$ cat src/logic/error_log_params.svh
// Field widths and register map constants for the error logger
`ifndef ERROR_LOG_PARAMS_SVH
`define ERROR_LOG_PARAMS_SVH

// Data pattern compared by the self-check engines
`define PATTERN_W 32

// Full failing address as seen by the test engine
`define ADDR_W 64

// Loop number, byte offset, set number and address increment
`define LOOP_W 8
`define OFFSET_W 8
`define SET_W 4
`define INCR_W 8

// Wishbone port, word addressed, eight words deep
`define WB_ADR_W 3
`define WB_DAT_W 32

// Bit of the status word that software writes low to acknowledge
`define STATUS_BIT 0

`endif
$ cat src/logic/error_csr_pkg.sv
// Register word indices and packed layouts of the status and set words
`include "error_log_params.svh"

package error_csr_pkg;

  // Word index on the Wishbone address bus
  typedef enum logic [`WB_ADR_W-1:0] {
    CSR_OBSERVED = 3'd0,
    CSR_EXPECTED = 3'd1,
    CSR_STATUS   = 3'd2,
    CSR_SET      = 3'd3,
    CSR_ADDR_LO  = 3'd4,
    CSR_ADDR_HI  = 3'd5,
    CSR_RSVD_6   = 3'd6,
    CSR_RSVD_7   = 3'd7
  } csr_word_t;

  // Word 2, status in bit 0, loop number in 15:8, byte offset in 23:16
  typedef struct packed {
    logic [7:0]           rsvd_hi;
    logic [`OFFSET_W-1:0] offset;
    logic [`LOOP_W-1:0]   loop_num;
    logic [6:0]           rsvd_lo;
    logic                 error_status;
  } log_status_t;

  // Word 3, set number in 3:0, address increment in 15:8
  typedef struct packed {
    logic [15:0]        rsvd_hi;
    logic [`INCR_W-1:0] incr;
    logic [3:0]         rsvd_lo;
    logic [`SET_W-1:0]  set_num;
  } log_set_t;

endpackage

$ cat src/logic/error_record_pkg.sv
// Captured error record type and sequencer state encoding
`include "error_log_params.svh"

package error_record_pkg;

  // One merged self-check report, taken from 1a or 1b
  typedef struct packed {
    logic [`PATTERN_W-1:0] observed;
    logic [`PATTERN_W-1:0] expected;
    logic [`LOOP_W-1:0]    loop_num;
    logic [`OFFSET_W-1:0]  offset;
    logic [`SET_W-1:0]     set_num;
    logic [`INCR_W-1:0]    incr;
    logic [`ADDR_W-1:0]    addr;
  } error_record_t;

  // Record loads every field, other only marks a response error
  typedef enum logic [2:0] {
    SEQ_IDLE     = 3'd0,
    SEQ_RECORD   = 3'd1,
    SEQ_OTHER    = 3'd2,
    SEQ_SEND     = 3'd3,
    SEQ_WAIT_ACK = 3'd4,
    SEQ_COMPLETE = 3'd5
  } seq_state_t;

endpackage

$ cat src/logic/error_log_top.sv
// Error logger top level joining source merge, sequencer, log registers and Wishbone port
`timescale 1ns/1ps
`include "error_log_params.svh"

module error_log_top (
  input  logic                  clk,
  input  logic                  reset_n,
  input  logic                  i_busy,
  input  logic                  i_set_to_busy,
  input  logic                  i_self_check_en,
  input  logic                  i_force_disable,
  input  logic                  i_err_1a,
  input  logic [`PATTERN_W-1:0] i_observed_1a,
  input  logic [`PATTERN_W-1:0] i_expected_1a,
  input  logic [`LOOP_W-1:0]    i_loop_1a,
  input  logic [`OFFSET_W-1:0]  i_offset_1a,
  input  logic [`SET_W-1:0]     i_set_1a,
  input  logic [`INCR_W-1:0]    i_incr_1a,
  input  logic [`ADDR_W-1:0]    i_addr_1a,
  input  logic                  i_err_1b,
  input  logic [`PATTERN_W-1:0] i_observed_1b,
  input  logic [`PATTERN_W-1:0] i_expected_1b,
  input  logic [`LOOP_W-1:0]    i_loop_1b,
  input  logic [`OFFSET_W-1:0]  i_offset_1b,
  input  logic [`SET_W-1:0]     i_set_1b,
  input  logic [`INCR_W-1:0]    i_incr_1b,
  input  logic [`ADDR_W-1:0]    i_addr_1b,
  input  logic                  i_slverr_wr,
  input  logic                  i_slverr_rd,
  input  logic                  i_poison_rd,
  output logic                  o_record_error,
  input  logic                  i_wb_cyc,
  input  logic                  i_wb_stb,
  input  logic                  i_wb_we,
  input  logic [`WB_ADR_W-1:0]  i_wb_adr,
  input  logic [`WB_DAT_W-1:0]  i_wb_dat,
  output logic [`WB_DAT_W-1:0]  o_wb_dat,
  output logic                  o_wb_ack
);

  error_record_pkg::error_record_t rec_1a;
  error_record_pkg::error_record_t rec_1b;
  error_record_pkg::error_record_t rec;
  logic                  self_err;
  logic                  resp_err;
  logic                  record;
  logic                  record_other;
  logic                  clear;
  logic                  status_clear;
  logic                  error_status;
  logic [`PATTERN_W-1:0] observed;
  logic [`PATTERN_W-1:0] expected;
  logic [`LOOP_W-1:0]    loop_num;
  logic [`OFFSET_W-1:0]  offset;
  logic [`SET_W-1:0]     set_num;
  logic [`INCR_W-1:0]    incr;
  logic [`ADDR_W-1:0]    addr;

  assign rec_1a = '{observed: i_observed_1a, expected: i_expected_1a, loop_num: i_loop_1a,
                    offset: i_offset_1a, set_num: i_set_1a, incr: i_incr_1a,
                    addr: i_addr_1a};
  assign rec_1b = '{observed: i_observed_1b, expected: i_expected_1b, loop_num: i_loop_1b,
                    offset: i_offset_1b, set_num: i_set_1b, incr: i_incr_1b,
                    addr: i_addr_1b};

  error_source_merge u_merge (
    .clk             (clk),
    .reset_n         (reset_n),
    .i_busy          (i_busy),
    .i_self_check_en (i_self_check_en),
    .i_err_1a        (i_err_1a),
    .i_err_1b        (i_err_1b),
    .i_rec_1a        (rec_1a),
    .i_rec_1b        (rec_1b),
    .i_slverr_wr     (i_slverr_wr),
    .i_slverr_rd     (i_slverr_rd),
    .i_poison_rd     (i_poison_rd),
    .o_self_err      (self_err),
    .o_resp_err      (resp_err),
    .o_rec           (rec)
  );

  error_log_sequencer u_seq (
    .clk             (clk),
    .reset_n         (reset_n),
    .i_force_disable (i_force_disable),
    .i_self_err      (self_err),
    .i_resp_err      (resp_err),
    .i_error_status  (error_status),
    .o_record        (record),
    .o_record_other  (record_other),
    .o_clear         (clear),
    .o_record_error  (o_record_error)
  );

  error_log_regs u_regs (
    .clk            (clk),
    .reset_n        (reset_n),
    .i_set_to_busy  (i_set_to_busy),
    .i_record       (record),
    .i_record_other (record_other),
    .i_clear        (clear),
    .i_status_clear (status_clear),
    .i_rec          (rec),
    .o_error_status (error_status),
    .o_observed     (observed),
    .o_expected     (expected),
    .o_loop         (loop_num),
    .o_offset       (offset),
    .o_set          (set_num),
    .o_incr         (incr),
    .o_addr         (addr)
  );

  error_csr_wb u_csr (
    .clk            (clk),
    .reset_n        (reset_n),
    .i_wb_cyc       (i_wb_cyc),
    .i_wb_stb       (i_wb_stb),
    .i_wb_we        (i_wb_we),
    .i_wb_adr       (i_wb_adr),
    .i_wb_dat       (i_wb_dat),
    .i_error_status (error_status),
    .i_observed     (observed),
    .i_expected     (expected),
    .i_loop         (loop_num),
    .i_offset       (offset),
    .i_set          (set_num),
    .i_incr         (incr),
    .i_addr         (addr),
    .o_wb_dat       (o_wb_dat),
    .o_wb_ack       (o_wb_ack),
    .o_status_clear (status_clear)
  );

endmodule

$ cat src/logic/error_csr_wb.sv
// Wishbone classic slave for reading the error logs and acknowledging status
`timescale 1ns/1ps
`include "error_log_params.svh"

module error_csr_wb (
  input  logic                  clk,
  input  logic                  reset_n,
  input  logic                  i_wb_cyc,
  input  logic                  i_wb_stb,
  input  logic                  i_wb_we,
  input  logic [`WB_ADR_W-1:0]  i_wb_adr,
  input  logic [`WB_DAT_W-1:0]  i_wb_dat,
  input  logic                  i_error_status,
  input  logic [`PATTERN_W-1:0] i_observed,
  input  logic [`PATTERN_W-1:0] i_expected,
  input  logic [`LOOP_W-1:0]    i_loop,
  input  logic [`OFFSET_W-1:0]  i_offset,
  input  logic [`SET_W-1:0]     i_set,
  input  logic [`INCR_W-1:0]    i_incr,
  input  logic [`ADDR_W-1:0]    i_addr,
  output logic [`WB_DAT_W-1:0]  o_wb_dat,
  output logic                  o_wb_ack,
  output logic                  o_status_clear
);

  error_csr_pkg::csr_word_t   word;
  error_csr_pkg::log_status_t status_word;
  error_csr_pkg::log_set_t    set_word;
  logic                       request;
  logic [`WB_DAT_W-1:0]       rd_data;

  assign word = error_csr_pkg::csr_word_t'(i_wb_adr);

  // New request only while no ack is out, giving one ack per access
  assign request = i_wb_cyc & i_wb_stb & ~o_wb_ack;

  // Writing status bit low is the software acknowledge
  assign o_status_clear = request & i_wb_we & (word == error_csr_pkg::CSR_STATUS)
                          & ~i_wb_dat[`STATUS_BIT];

  always_comb
  begin
    status_word              = '0;
    status_word.error_status = i_error_status;
    status_word.loop_num     = i_loop;
    status_word.offset       = i_offset;
    set_word                 = '0;
    set_word.set_num         = i_set;
    set_word.incr            = i_incr;
    case (word)
      error_csr_pkg::CSR_OBSERVED: rd_data = i_observed;
      error_csr_pkg::CSR_EXPECTED: rd_data = i_expected;
      error_csr_pkg::CSR_STATUS:   rd_data = status_word;
      error_csr_pkg::CSR_SET:      rd_data = set_word;
      error_csr_pkg::CSR_ADDR_LO:  rd_data = i_addr[`WB_DAT_W-1:0];
      error_csr_pkg::CSR_ADDR_HI:  rd_data = i_addr[`ADDR_W-1:`WB_DAT_W];
      default:                     rd_data = '0;
    endcase
  end

  always_ff @(posedge clk)
  begin
    if (!reset_n)
    begin
      o_wb_ack <= 1'b0;
    end
    else
    begin
      o_wb_ack <= request;
    end
  end

  // Read data is captured with the ack so it is valid in the ack cycle
  always_ff @(posedge clk)
  begin
    if (request)
    begin
      o_wb_dat <= rd_data;
    end
  end

endmodule

$ cat src/logic/error_log_regs.sv
// Debug log register bank with record, record-other, clear and status acknowledge
`timescale 1ns/1ps
`include "error_log_params.svh"

module error_log_regs (
  input  logic                          clk,
  input  logic                          reset_n,
  input  logic                          i_set_to_busy,
  input  logic                          i_record,
  input  logic                          i_record_other,
  input  logic                          i_clear,
  input  logic                          i_status_clear,
  input  error_record_pkg::error_record_t i_rec,
  output logic                          o_error_status,
  output logic [`PATTERN_W-1:0]         o_observed,
  output logic [`PATTERN_W-1:0]         o_expected,
  output logic [`LOOP_W-1:0]            o_loop,
  output logic [`OFFSET_W-1:0]          o_offset,
  output logic [`SET_W-1:0]             o_set,
  output logic [`INCR_W-1:0]            o_incr,
  output logic [`ADDR_W-1:0]            o_addr
);

  logic clear_all;

  // A new run and the end of an acknowledged error both wipe the logs
  assign clear_all = i_set_to_busy | i_clear;

  always_ff @(posedge clk)
  begin
    if (!reset_n)
    begin
      o_error_status <= 1'b0;
    end
    else if (clear_all)
    begin
      o_error_status <= 1'b0;
    end
    else if (i_record | i_record_other)
    begin
      o_error_status <= 1'b1;
    end
    else if (i_status_clear)
    begin
      o_error_status <= 1'b0;
    end
  end

  always_ff @(posedge clk)
  begin
    if (!reset_n || clear_all)
    begin
      o_observed <= '0;
      o_expected <= '0;
      o_loop     <= '0;
      o_offset   <= '0;
      o_set      <= '0;
      o_incr     <= '0;
      o_addr     <= '0;
    end
    else if (i_record)
    begin
      o_observed <= i_rec.observed;
      o_expected <= i_rec.expected;
      o_loop     <= i_rec.loop_num;
      o_offset   <= i_rec.offset;
      o_set      <= i_rec.set_num;
      o_incr     <= i_rec.incr;
      o_addr     <= i_rec.addr;
    end
    else if (i_record_other)
    begin
      // Response errors carry no pattern, so only the loop number is taken
      o_loop   <= i_rec.loop_num;
      o_offset <= '0;
    end
  end

endmodule

$ cat src/logic/error_log_sequencer.sv
// Capture, announce, wait-for-acknowledge and clear FSM of the error logger
`timescale 1ns/1ps

module error_log_sequencer (
  input  logic clk,
  input  logic reset_n,
  input  logic i_force_disable,
  input  logic i_self_err,
  input  logic i_resp_err,
  input  logic i_error_status,
  output logic o_record,
  output logic o_record_other,
  output logic o_clear,
  output logic o_record_error
);

  error_record_pkg::seq_state_t state;
  error_record_pkg::seq_state_t next_state;

  always_ff @(posedge clk)
  begin
    if (!reset_n)
    begin
      state <= error_record_pkg::SEQ_IDLE;
    end
    else if (i_force_disable)
    begin
      state <= error_record_pkg::SEQ_IDLE;
    end
    else
    begin
      state <= next_state;
    end
  end

  always_comb
  begin
    next_state     = state;
    o_record       = 1'b0;
    o_record_other = 1'b0;
    o_clear        = 1'b0;
    o_record_error = 1'b0;
    case (state)
      error_record_pkg::SEQ_IDLE:
      begin
        // Only an idle sequencer takes a new error
        if (i_self_err)
        begin
          next_state = error_record_pkg::SEQ_RECORD;
        end
        else if (i_resp_err)
        begin
          next_state = error_record_pkg::SEQ_OTHER;
        end
      end
      error_record_pkg::SEQ_RECORD:
      begin
        o_record   = 1'b1;
        next_state = error_record_pkg::SEQ_SEND;
      end
      error_record_pkg::SEQ_OTHER:
      begin
        o_record_other = 1'b1;
        next_state     = error_record_pkg::SEQ_SEND;
      end
      error_record_pkg::SEQ_SEND:
      begin
        // Logs loaded on the previous edge, so they are valid with the pulse
        o_record_error = 1'b1;
        next_state     = error_record_pkg::SEQ_WAIT_ACK;
      end
      error_record_pkg::SEQ_WAIT_ACK:
      begin
        // Software drops the status bit to release the logs
        if (!i_error_status)
        begin
          o_clear    = 1'b1;
          next_state = error_record_pkg::SEQ_COMPLETE;
        end
      end
      error_record_pkg::SEQ_COMPLETE:
      begin
        next_state = error_record_pkg::SEQ_IDLE;
      end
      default:
      begin
        next_state = error_record_pkg::SEQ_IDLE;
      end
    endcase
  end

endmodule

$ cat src/logic/error_source_merge.sv
// Registered merge of the 1a and 1b self-check reports and the response error flags
`timescale 1ns/1ps

module error_source_merge (
  input  logic                          clk,
  input  logic                          reset_n,
  input  logic                          i_busy,
  input  logic                          i_self_check_en,
  input  logic                          i_err_1a,
  input  logic                          i_err_1b,
  input  error_record_pkg::error_record_t i_rec_1a,
  input  error_record_pkg::error_record_t i_rec_1b,
  input  logic                          i_slverr_wr,
  input  logic                          i_slverr_rd,
  input  logic                          i_poison_rd,
  output logic                          o_self_err,
  output logic                          o_resp_err,
  output error_record_pkg::error_record_t o_rec
);

  logic self_hit;
  logic resp_hit;

  // Self-check reports count only while the engine runs with checking on
  assign self_hit = i_busy & i_self_check_en & (i_err_1a | i_err_1b);

  // Any bus response error while busy
  assign resp_hit = i_busy & (i_slverr_wr | i_slverr_rd | i_poison_rd);

  always_ff @(posedge clk)
  begin
    if (!reset_n)
    begin
      o_self_err <= 1'b0;
      o_resp_err <= 1'b0;
    end
    else
    begin
      o_self_err <= self_hit;
      // A self-check error wins over a response error in the same cycle
      o_resp_err <= resp_hit & ~self_hit;
    end
  end

  // The record is taken with each counted error and held until the logs load
  always_ff @(posedge clk)
  begin
    if (self_hit | resp_hit)
    begin
      // 1a has priority when both algorithms report at once
      if (i_err_1a)
      begin
        o_rec <= i_rec_1a;
      end
      else
      begin
        o_rec <= i_rec_1b;
      end
    end
  end

endmodule

$ cat config.mk
export PLATFORM = sky130hd
export DESIGN_NAME = error_log_top
export DESIGN_NICKNAME = d
export VERILOG_FILES = /design/src/logic/error_csr_pkg.sv /design/src/logic/error_record_pkg.sv /design/src/logic/error_log_top.sv /design/src/logic/error_csr_wb.sv /design/src/logic/error_log_regs.sv /design/src/logic/error_log_sequencer.sv /design/src/logic/error_source_merge.sv
export VERILOG_INCLUDE_DIRS = /design/src /design/src/logic
export SDC_FILE = /design/constraint.sdc
export NUM_CORES = 1
export LEC_CHECK = 0
export BUFFER_PORTS_ARGS = -buffer_cell sky130_fd_sc_hd__clkbuf_2
export CORE_UTILIZATION = 40
export CTS_BUF_LIST = sky130_fd_sc_hd__clkbuf_4
export CTS_CLUSTER_SIZE = 16
export DETAILED_ROUTE_END_ITERATION = 12
export GPL_TIMING_DRIVEN = 0
export PLACE_DENSITY_LB_ADDON = 0.25
export SETUP_SLACK_MARGIN = 0.4
export SLEW_MARGIN = 20
export SYNTH_ARGS = -nofsm -noshare
export SYNTH_HDL_FRONTEND = slang
export SYNTH_HIERARCHICAL = 1
export SYNTH_SLANG_ARGS = --single-unit
$ cat constraint.sdc
create_clock -name clk -period 12.33 [get_ports clk]
set_clock_uncertainty 0.15 [all_clocks]
set_input_delay 1.233 -clock clk [delete_from_list [all_inputs] [get_ports clk]]
set_output_delay 1.233 -clock clk [all_outputs]
set_load 0.05 [all_outputs]
==> metrics.txt, run 1 <==
# TYPE chip_impl_metric gauge
chip_impl_metric{name="layout_utilization",unit=""} 0.511
chip_impl_metric{name="cts_buffers",unit=""} 93
chip_impl_info{name="min-delay-start",value="u_merge/o_rec[1]"} 1
chip_impl_metric{name="core_region_area",unit="mm²"} 0.0367
chip_impl_metric{name="switching_share",unit=""} 0.236
chip_impl_metric{name="drv_slew",unit=""} 0
chip_impl_metric{name="post-route-drc-count",unit=""} 0
chip_impl_metric{name="met2_wirelength",unit="mm"} 19.2
chip_impl_metric{name="grt_max_degree",unit=""} 52
chip_impl_info{name="post-synth-top-area-cell",value="edfxtp_1"} 1
chip_impl_metric{name="route.met3.wl",unit="mm"} 2.43
chip_impl_metric{name="initial_antenna_violation_count",unit=""} 2
chip_impl_metric{name="p_clk_frac",unit=""} 0.403
chip_impl_metric{name="io_pins",unit=""} 395
chip_impl_metric{name="ctsHtreeMaxLevel",unit=""} 3
chip_impl_metric{name="cts-root-to-sink-buffers",unit=""} 3
chip_impl_metric{name="clkTransAtPathRegs",unit="ns"} 0.06
chip_impl_metric{name="hold_path_depth",unit=""} 2
chip_impl_info{name="synth.top_cells.by_area",value="edfxtp_1 38%, dfxtp_1 22%, mux2_2 13%"} 1
chip_impl_info{name="path_category_of_the_worst_min_delay_check",value="register to register"} 1
chip_impl_info{name="regToRegStartpoint",value="u_seq/state[0]"} 1
chip_impl_metric{name="row_count",unit=""} 70
chip_impl_metric{name="routed_vias_inst",unit=""} 4.85
chip_impl_metric{name="timing.final.setup_violations",unit=""} 0
chip_impl_metric{name="worst_ep_required_time",unit="ns"} 10.95
chip_impl_metric{name="post-cts-setup-buffer-count",unit=""} 0
chip_impl_metric{name="peakVddDrop",unit="mV"} 0.0636
chip_impl_metric{name="drt_pre_antenna_iters",unit=""} 5
chip_impl_metric{name="floorplan.initialDensity",unit=""} 0.407
chip_impl_info{name="worst_r2r_endpoint",value="u_regs/o_addr[58]"} 1
chip_impl_metric{name="synth_seq_cells",unit=""} 351
chip_impl_metric{name="wl_met1",unit="mm"} 18.3
chip_impl_info{name="grt_setup_unrepaired",value="no"} 1
chip_impl_metric{name="mappedNetlistArea",unit="mm²"} 0.0149
chip_impl_metric{name="average_wire_per_cell_in_the_routed_design",unit="µm"} 19.4
chip_impl_metric{name="globalRoute.totalOverflow",unit=""} 0
chip_impl_metric{name="synth.lib_cells_used.distinct",unit=""} 46
chip_impl_info{name="worst_hold_path.endpoint",value="u_regs/o_addr[1]"} 1
chip_impl_info{name="ys.flop_type",value="edfxtp_1"} 1
chip_impl_metric{name="worst_slew_pin_tran",unit="ns"} 0.727
chip_impl_metric{name="synthesis.yosys.warnings",unit=""} 6
chip_impl_metric{name="cts_hold_repair.buffers",unit=""} 0
chip_impl_metric{name="number_of_synthesized_flops_with_an_enable_pin",unit=""} 188
chip_impl_metric{name="totalPowerFinal",unit="mW"} 2.68
chip_impl_metric{name="cts.sink_count",unit=""} 351
chip_impl_metric{name="globalplace.congestion",unit=""} 0.818
chip_impl_metric{name="floorplan.die_area",unit="mm²"} 0.0381
chip_impl_info{name="cts-root-buf",value="clkbuf_4"} 1
chip_impl_metric{name="number_of_global_route_vias_before_repair",unit=""} 10200
chip_impl_metric{name="post_synth_inst_count",unit=""} 1085
chip_impl_metric{name="post_layout_nonfiller_instances",unit=""} 2095
chip_impl_info{name="start_kind",value="register"} 1
chip_impl_metric{name="nets_final",unit=""} 1905
chip_impl_info{name="critPathCaptureType",value="output pin"} 1
chip_impl_metric{name="flow.area_growth_from_synthesis",unit="%"} 25.6
chip_impl_metric{name="r2r_slack",unit="ns"} 10.15
chip_impl_metric{name="input_output_buffers",unit=""} 360
chip_impl_metric{name="timing.max_slew.rel_slack",unit=""} 0.515
chip_impl_metric{name="initial_drc_count",unit=""} 624
chip_impl_metric{name="internal_power",unit="mW"} 2.05
chip_impl_metric{name="postSynth.asyncResetShare",unit=""} 0
chip_impl_info{name="clock_tree_from_tritoncts",value="built"} 1
chip_impl_metric{name="synth_area_per_cell",unit="µm²"} 13.8
chip_impl_metric{name="critical_path_peak_fanout",unit=""} 8
chip_impl_metric{name="power.share.combinational",unit=""} 0.094
chip_impl_metric{name="detail-route-antenna-nets",unit=""} 0
chip_impl_metric{name="die_width",unit="µm"} 195
chip_impl_metric{name="power.share.sequential",unit=""} 0.503
chip_impl_metric{name="fin_crit",unit="ns"} 3.05
chip_impl_metric{name="synth_fp_nets",unit=""} 1446
chip_impl_metric{name="clock_latency",unit="ns"} 0.71
chip_impl_metric{name="synth-seq-area-share",unit=""} 0.597
chip_impl_metric{name="wire_length_of_the_first_global_routing_pass",unit="mm"} 59.7
chip_impl_metric{name="hold_violations",unit=""} 0
chip_impl_metric{name="finalInstanceArea",unit="mm²"} 0.0188
chip_impl_metric{name="final.setup.tns",unit="ns"} 0
chip_impl_info{name="top_layer_used",value="met4"} 1
chip_impl_metric{name="cts-resized-gates",unit=""} 0
chip_impl_metric{name="final_layout_size_suffix_gt1_frac",unit=""} 0.488
chip_impl_metric{name="rr_worst_depth",unit=""} 6
chip_impl_metric{name="min_period_over_period",unit=""} 0.247
chip_impl_metric{name="p_per_area",unit="mW/mm²"} 143
chip_impl_metric{name="numPlacedInstances",unit=""} 1917
chip_impl_metric{name="drv_cap",unit=""} 0
chip_impl_info{name="timing.setup.critical_path_class",value="register to output pin"} 1
chip_impl_metric{name="netlist.area_leader.share",unit=""} 0.378
chip_impl_metric{name="net-switching-power",unit="mW"} 0.632
chip_impl_metric{name="cp.arrival",unit="ns"} 1.66
chip_impl_metric{name="die_height",unit="µm"} 195
chip_impl_info{name="most_frequent_standard_cell_in_the_layout_excluding_fill_and_tap_cells",value="clkbuf_2"} 1
chip_impl_metric{name="dpl-instance-area",unit="mm²"} 0.0174
chip_impl_metric{name="routed_wl",unit="mm"} 40.5
chip_impl_info{name="status",value="completed"} 1
chip_impl_metric{name="static-leakage-power",unit="nW"} 7.36
chip_impl_metric{name="dr_total_vias",unit=""} 10200
chip_impl_info{name="most-common-layout-cells",value="360 x clkbuf_2, 188 x edfxtp_1, 168 x mux2_2"} 1
chip_impl_metric{name="hpwl",unit="mm"} 29.8
chip_impl_metric{name="fmax",unit="GHz"} 0.328
chip_impl_metric{name="global_route.usage.total",unit=""} 0.212
[synth_stat cells (4+ instances only)]
cell type    n
nand3_1      5
nor3b_1     11
buf_4        9
clkbuf_1     6
o21ai_0     14
nor2_1     150
a22oi_1      4
a221oi_1     5
nand2_1     18
or3b_2      16
o22ai_1      4
mux4_2      13
buf_2       26
o21a_1       6
nor2b_1     14
a21oi_1     32
mux2i_1    157
buf_6       32
mux2_2     168
dfxtp_1    163
edfxtp_1   188
[worst max-delay path by stage]
| stage | end | slack (ns) | startpoint |
|---|---|---|---|
| finish | o_record_error | 9.28 | u_seq/state[0] |
| global route | o_record_error | 9.15 | u_seq/state[1] |
| CTS | o_record_error | 9.21 | u_seq/state[1] |
| detailed placement | u_merge/o_rec[38] | 9.18 | i_err_1a |
| global placement | u_merge/o_rec[38] | 4.75 | i_slverr_rd |
| floorplan | u_merge/o_rec[0] | 6.75 | i_err_1a |
[worst max-delay path, cell delays in order, from the launching register on]
cell	delay, ns
dfxtp_1	0.46
and3b_1	0.22
clkbuf_2	0.29
[state kept, by name, summed over array words and instances (netlist names), 8 cells and up]
| name | count |
|---|---|
| u_merge/o_rec | 156 |
| u_regs/o_addr | 64 |
| u_csr/o_wb_dat | 32 |
| u_regs/o_expected | 32 |
| u_regs/o_observed | 32 |
| u_regs/o_incr | 8 |
| u_regs/o_loop | 8 |
| u_regs/o_offset | 8 |
[routing by layer]
metal  global-route usage  up-vias
met2                0.345      379
met3               0.0465       54
li1                     -     4958
met5                    0        -
met4               0.0691        0
met1                0.282     4777
[through the flow]
stage	worst slack [ns]	hold slack, ns
global placement	4.75	0.309
detailed placement	9.18	0.319
CTS	9.21	0.326
global route	9.15	0.342
floorplan	6.75	0.302
finish	9.28	0.318
[final cells by class]
cell class | count | area (µm²)
Antenna cell | 3 | 7.51
Buffer | 76 | 603
Clock buffer | 147 | 1100
Clock inverter | 28 | 199
Fill cell | 3287 | 17900
Inverter | 2 | 7.51
Multi-Input combinational cell | 656 | 5430
Sequential cell | 351 | 8910
Tap cell | 468 | 586
Timing Repair Buffer | 364 | 1910
[power groups by stage]
| stage | registers [mW] | clock network, mW | logic, mW |
|---|---|---|---|
| final | 1.35 | 1.08 | 0.251 |
| after global routing | 1.35 | 1.18 | 0.270 |
| after CTS | 1.35 | 1.12 | 0.255 |
| after detailed placement | 1.37 | 0 | 0.253 |
| after global placement | 1.38 | 0 | 0.244 |
| after floorplan | 1.38 | 0 | 0.129 |
[cell families after synthesis]
kind of cell,synth area share
multiplexers,0.254
AND/OR/NAND/NOR,0.0742
AO/OA/AOI/OAI,0.0341
flip-flops,0.597
buffers and inverters,0.0409
Power figures use the tool's default switching activity.
==> inputs of run 2 (changes only) <==
- clock period: 12.33 -> 2.7 ns (I/O delays scaled with it)
==> run 2 against run 1 <==
Effect of this change:
- combinational power grew to 6.4 times the previous value
- design area grew 17%
- sequential share of layout area shrank 6.8 points
- sequential power grew to 4.6 times the previous value
- register-to-register slack lost 9.6 ns
- largest cell class unchanged
==> metrics.txt, run 2 (same netlist as run 1, synthesis figures left out) <==
# TYPE chip_impl_metric gauge
chip_impl_metric{name="global_route.usage.total",unit=""} 0.235
chip_impl_metric{name="critical_path_peak_fanout",unit=""} 15
chip_impl_metric{name="globalRoute.totalOverflow",unit=""} 0
chip_impl_info{name="min-delay-start",value="i_wb_adr[0]"} 1
chip_impl_info{name="path_category_of_the_worst_min_delay_check",value="input pin to register"} 1
chip_impl_metric{name="flow.area_growth_from_synthesis",unit="%"} 46.7
chip_impl_metric{name="io_pins",unit=""} 395
chip_impl_metric{name="fin_crit",unit="ns"} 2.22
chip_impl_info{name="status",value="completed"} 1
chip_impl_metric{name="static-leakage-power",unit="nW"} 8.66
chip_impl_metric{name="grt_max_degree",unit=""} 69
chip_impl_info{name="reg_top3",value="u_merge/o_rec (156), u_regs/o_addr (64)"} 1
chip_impl_metric{name="post_layout_nonfiller_instances",unit=""} 2412
chip_impl_metric{name="detail-route-antenna-nets",unit=""} 0
chip_impl_metric{name="cts.sink_count",unit=""} 351
chip_impl_metric{name="initial_drc_count",unit=""} 542
chip_impl_metric{name="min_period_over_period",unit=""} 0.823
chip_impl_metric{name="average_wire_per_cell_in_the_routed_design",unit="µm"} 18.7
chip_impl_metric{name="drt_pre_antenna_iters",unit=""} 5
chip_impl_metric{name="floorplan.die_area",unit="mm²"} 0.0381
chip_impl_info{name="timing.setup.critical_path_class",value="input pin to register"} 1
chip_impl_metric{name="routed_wl",unit="mm"} 45.2
chip_impl_metric{name="hpwl",unit="mm"} 29.9
chip_impl_metric{name="layout_setup_ws",unit="ns"} 0.478
chip_impl_metric{name="input_output_buffers",unit=""} 360
chip_impl_metric{name="p_per_area",unit="mW/mm²"} 566
chip_impl_metric{name="timing.final.setup_violations",unit=""} 0
chip_impl_metric{name="hold_violations",unit=""} 0
chip_impl_info{name="most_frequent_standard_cell_in_the_layout_excluding_fill_and_tap_cells",value="clkbuf_2"} 1
chip_impl_metric{name="peakVddDrop",unit="mV"} 0.240
chip_impl_info{name="cts-root-buf",value="clkbuf_4"} 1
chip_impl_metric{name="dr_total_vias",unit=""} 11600
chip_impl_metric{name="cts-root-to-sink-buffers",unit=""} 3
chip_impl_metric{name="die_width",unit="µm"} 195
chip_impl_metric{name="die_height",unit="µm"} 195
chip_impl_metric{name="row_count",unit=""} 70
chip_impl_metric{name="post-place-ws",unit="ns"} 0.276
chip_impl_info{name="clock_tree_from_tritoncts",value="built"} 1
chip_impl_metric{name="ctsHtreeMaxLevel",unit=""} 3
chip_impl_info{name="regToRegStartpoint",value="u_seq/state[0]"} 1
chip_impl_metric{name="cts_buffers",unit=""} 90
chip_impl_metric{name="numPlacedInstances",unit=""} 1916
chip_impl_metric{name="timing.max_slew.rel_slack",unit=""} 0.473
chip_impl_metric{name="r2r_slack",unit="ns"} 0.56
chip_impl_metric{name="routed_vias_inst",unit=""} 4.82
chip_impl_metric{name="worst_ep_required_time",unit="ns"} 3.18
chip_impl_info{name="grt_setup_unrepaired",value="no"} 1
chip_impl_metric{name="clkTransAtPathRegs",unit="ns"} 0.06
chip_impl_metric{name="drv_slew",unit=""} 0
chip_impl_metric{name="filler_cell_count",unit=""} 2958
chip_impl_metric{name="post-cts-setup-buffer-count",unit=""} 0
chip_impl_info{name="most-common-layout-cells",value="360 x clkbuf_2, 326 x dlygate4sd3_1, 188 x edfxtp_1"} 1
chip_impl_metric{name="largest_register_ffs",unit=""} 156
chip_impl_info{name="startpoint",value="i_wb_stb"} 1
chip_impl_metric{name="worst_slew_pin_tran",unit="ns"} 0.790
chip_impl_metric{name="nets_final",unit=""} 2227
chip_impl_metric{name="totalPowerFinal",unit="mW"} 12.4
chip_impl_metric{name="final.setup.tns",unit="ns"} 0
chip_impl_metric{name="core_region_area",unit="mm²"} 0.0367
chip_impl_metric{name="clock_latency",unit="ns"} 0.72
chip_impl_metric{name="cp.arrival",unit="ns"} 2.71
chip_impl_info{name="start_kind",value="input pin"} 1
chip_impl_metric{name="globalplace.congestion",unit=""} 0.798
chip_impl_metric{name="wire_length_of_the_first_global_routing_pass",unit="mm"} 67.0
chip_impl_metric{name="floorplan.initialDensity",unit=""} 0.407
chip_impl_metric{name="post-route-drc-count",unit=""} 0
chip_impl_info{name="biggest_register",value="u_merge/o_rec"} 1
chip_impl_metric{name="final_layout_size_suffix_gt1_frac",unit=""} 0.407
chip_impl_info{name="critPathCaptureType",value="register"} 1
chip_impl_metric{name="fmax",unit="GHz"} 0.450
chip_impl_metric{name="initial_antenna_violation_count",unit=""} 3
chip_impl_metric{name="drv_cap",unit=""} 0
chip_impl_metric{name="number_of_global_route_vias_before_repair",unit=""} 12100
-- run 2: area by class of cell --
class / instances / area [µm²] / area share
sequential: 351 / 8910 / 0.407
multi-input combinational: 656 / 5440 / 0.248
timing repair buffer: 689 / 5140 / 0.235
clock buffer: 150 / 1130 / 0.0514
buffer: 76 / 611 / 0.0279
tap: 468 / 586 / 0.0267
clock inverter: 17 / 73.8 / 0.00337
inverter: 2 / 7.51 / 0.000343
antenna: 3 / 7.51 / 0.000343
-- run 2: per-stage QoR --
| step | hold slack, ns | cell area, µm² | util |
|---|---|---|---|
| 4_1_cts | 0.00815 | 21900 | 0.596 |
| 6_report | 0.0629 | 21900 | 0.597 |
| 3_5_place_dp | 0.320 | 17400 | 0.475 |
| 2_1_floorplan | 0.242 | 14900 | - |
| 3_3_place_gp | 0.309 | 17300 | 0.472 |
| 5_1_grt | 0.0169 | 21900 | 0.597 |
-- run 2: timing repair --
item / 4_1_cts / 5_1_grt
endpoints found under the setup margin: 0 / 13
endpoints found under the hold margin: 199 / 0
hold buffers: 326 / 0
resized for setup: 0 / 4
-- run 2: final timing paths --
kind,to,cells after the start
worst max-delay path,u_csr/o_wb_ack,7
worst min-delay path,u_csr/o_wb_dat[5],3
worst max register to register,u_regs/o_addr[28],6
worst min register to register,u_regs/o_expected[0],2
-- run 2: metal layers --
| metal | global-route usage | routed length, µm | up-vias |
|---|---|---|---|
| met5 | 0 | 0 | - |
| met4 | 0.0863 | 1210 | 0 |
| met3 | 0.0491 | 2340 | 86 |
| met2 | 0.404 | 22100 | 390 |
| met1 | 0.290 | 19500 | 5565 |
| li1 | - | - | 5592 |
-- run 2: critical path: stages --
cell	delay, ns
dlygate4sd3_1	0.52
clkbuf_2	0.09
nand2_1	0.03
dlygate4sd3_1	0.58
nor2_4	0.46
and2_1	0.20
dlygate4sd3_1	0.55
-- run 2: power by group --
group | switching (mW) | leakage, nW | internal, mW
Clock | 2.13 | 0.726 | 2.50
Sequential | 0.126 | 3.16 | 6.03
Combinational | 0.687 | 4.78 | 0.920
Total | 2.95 | 8.66 | 9.45
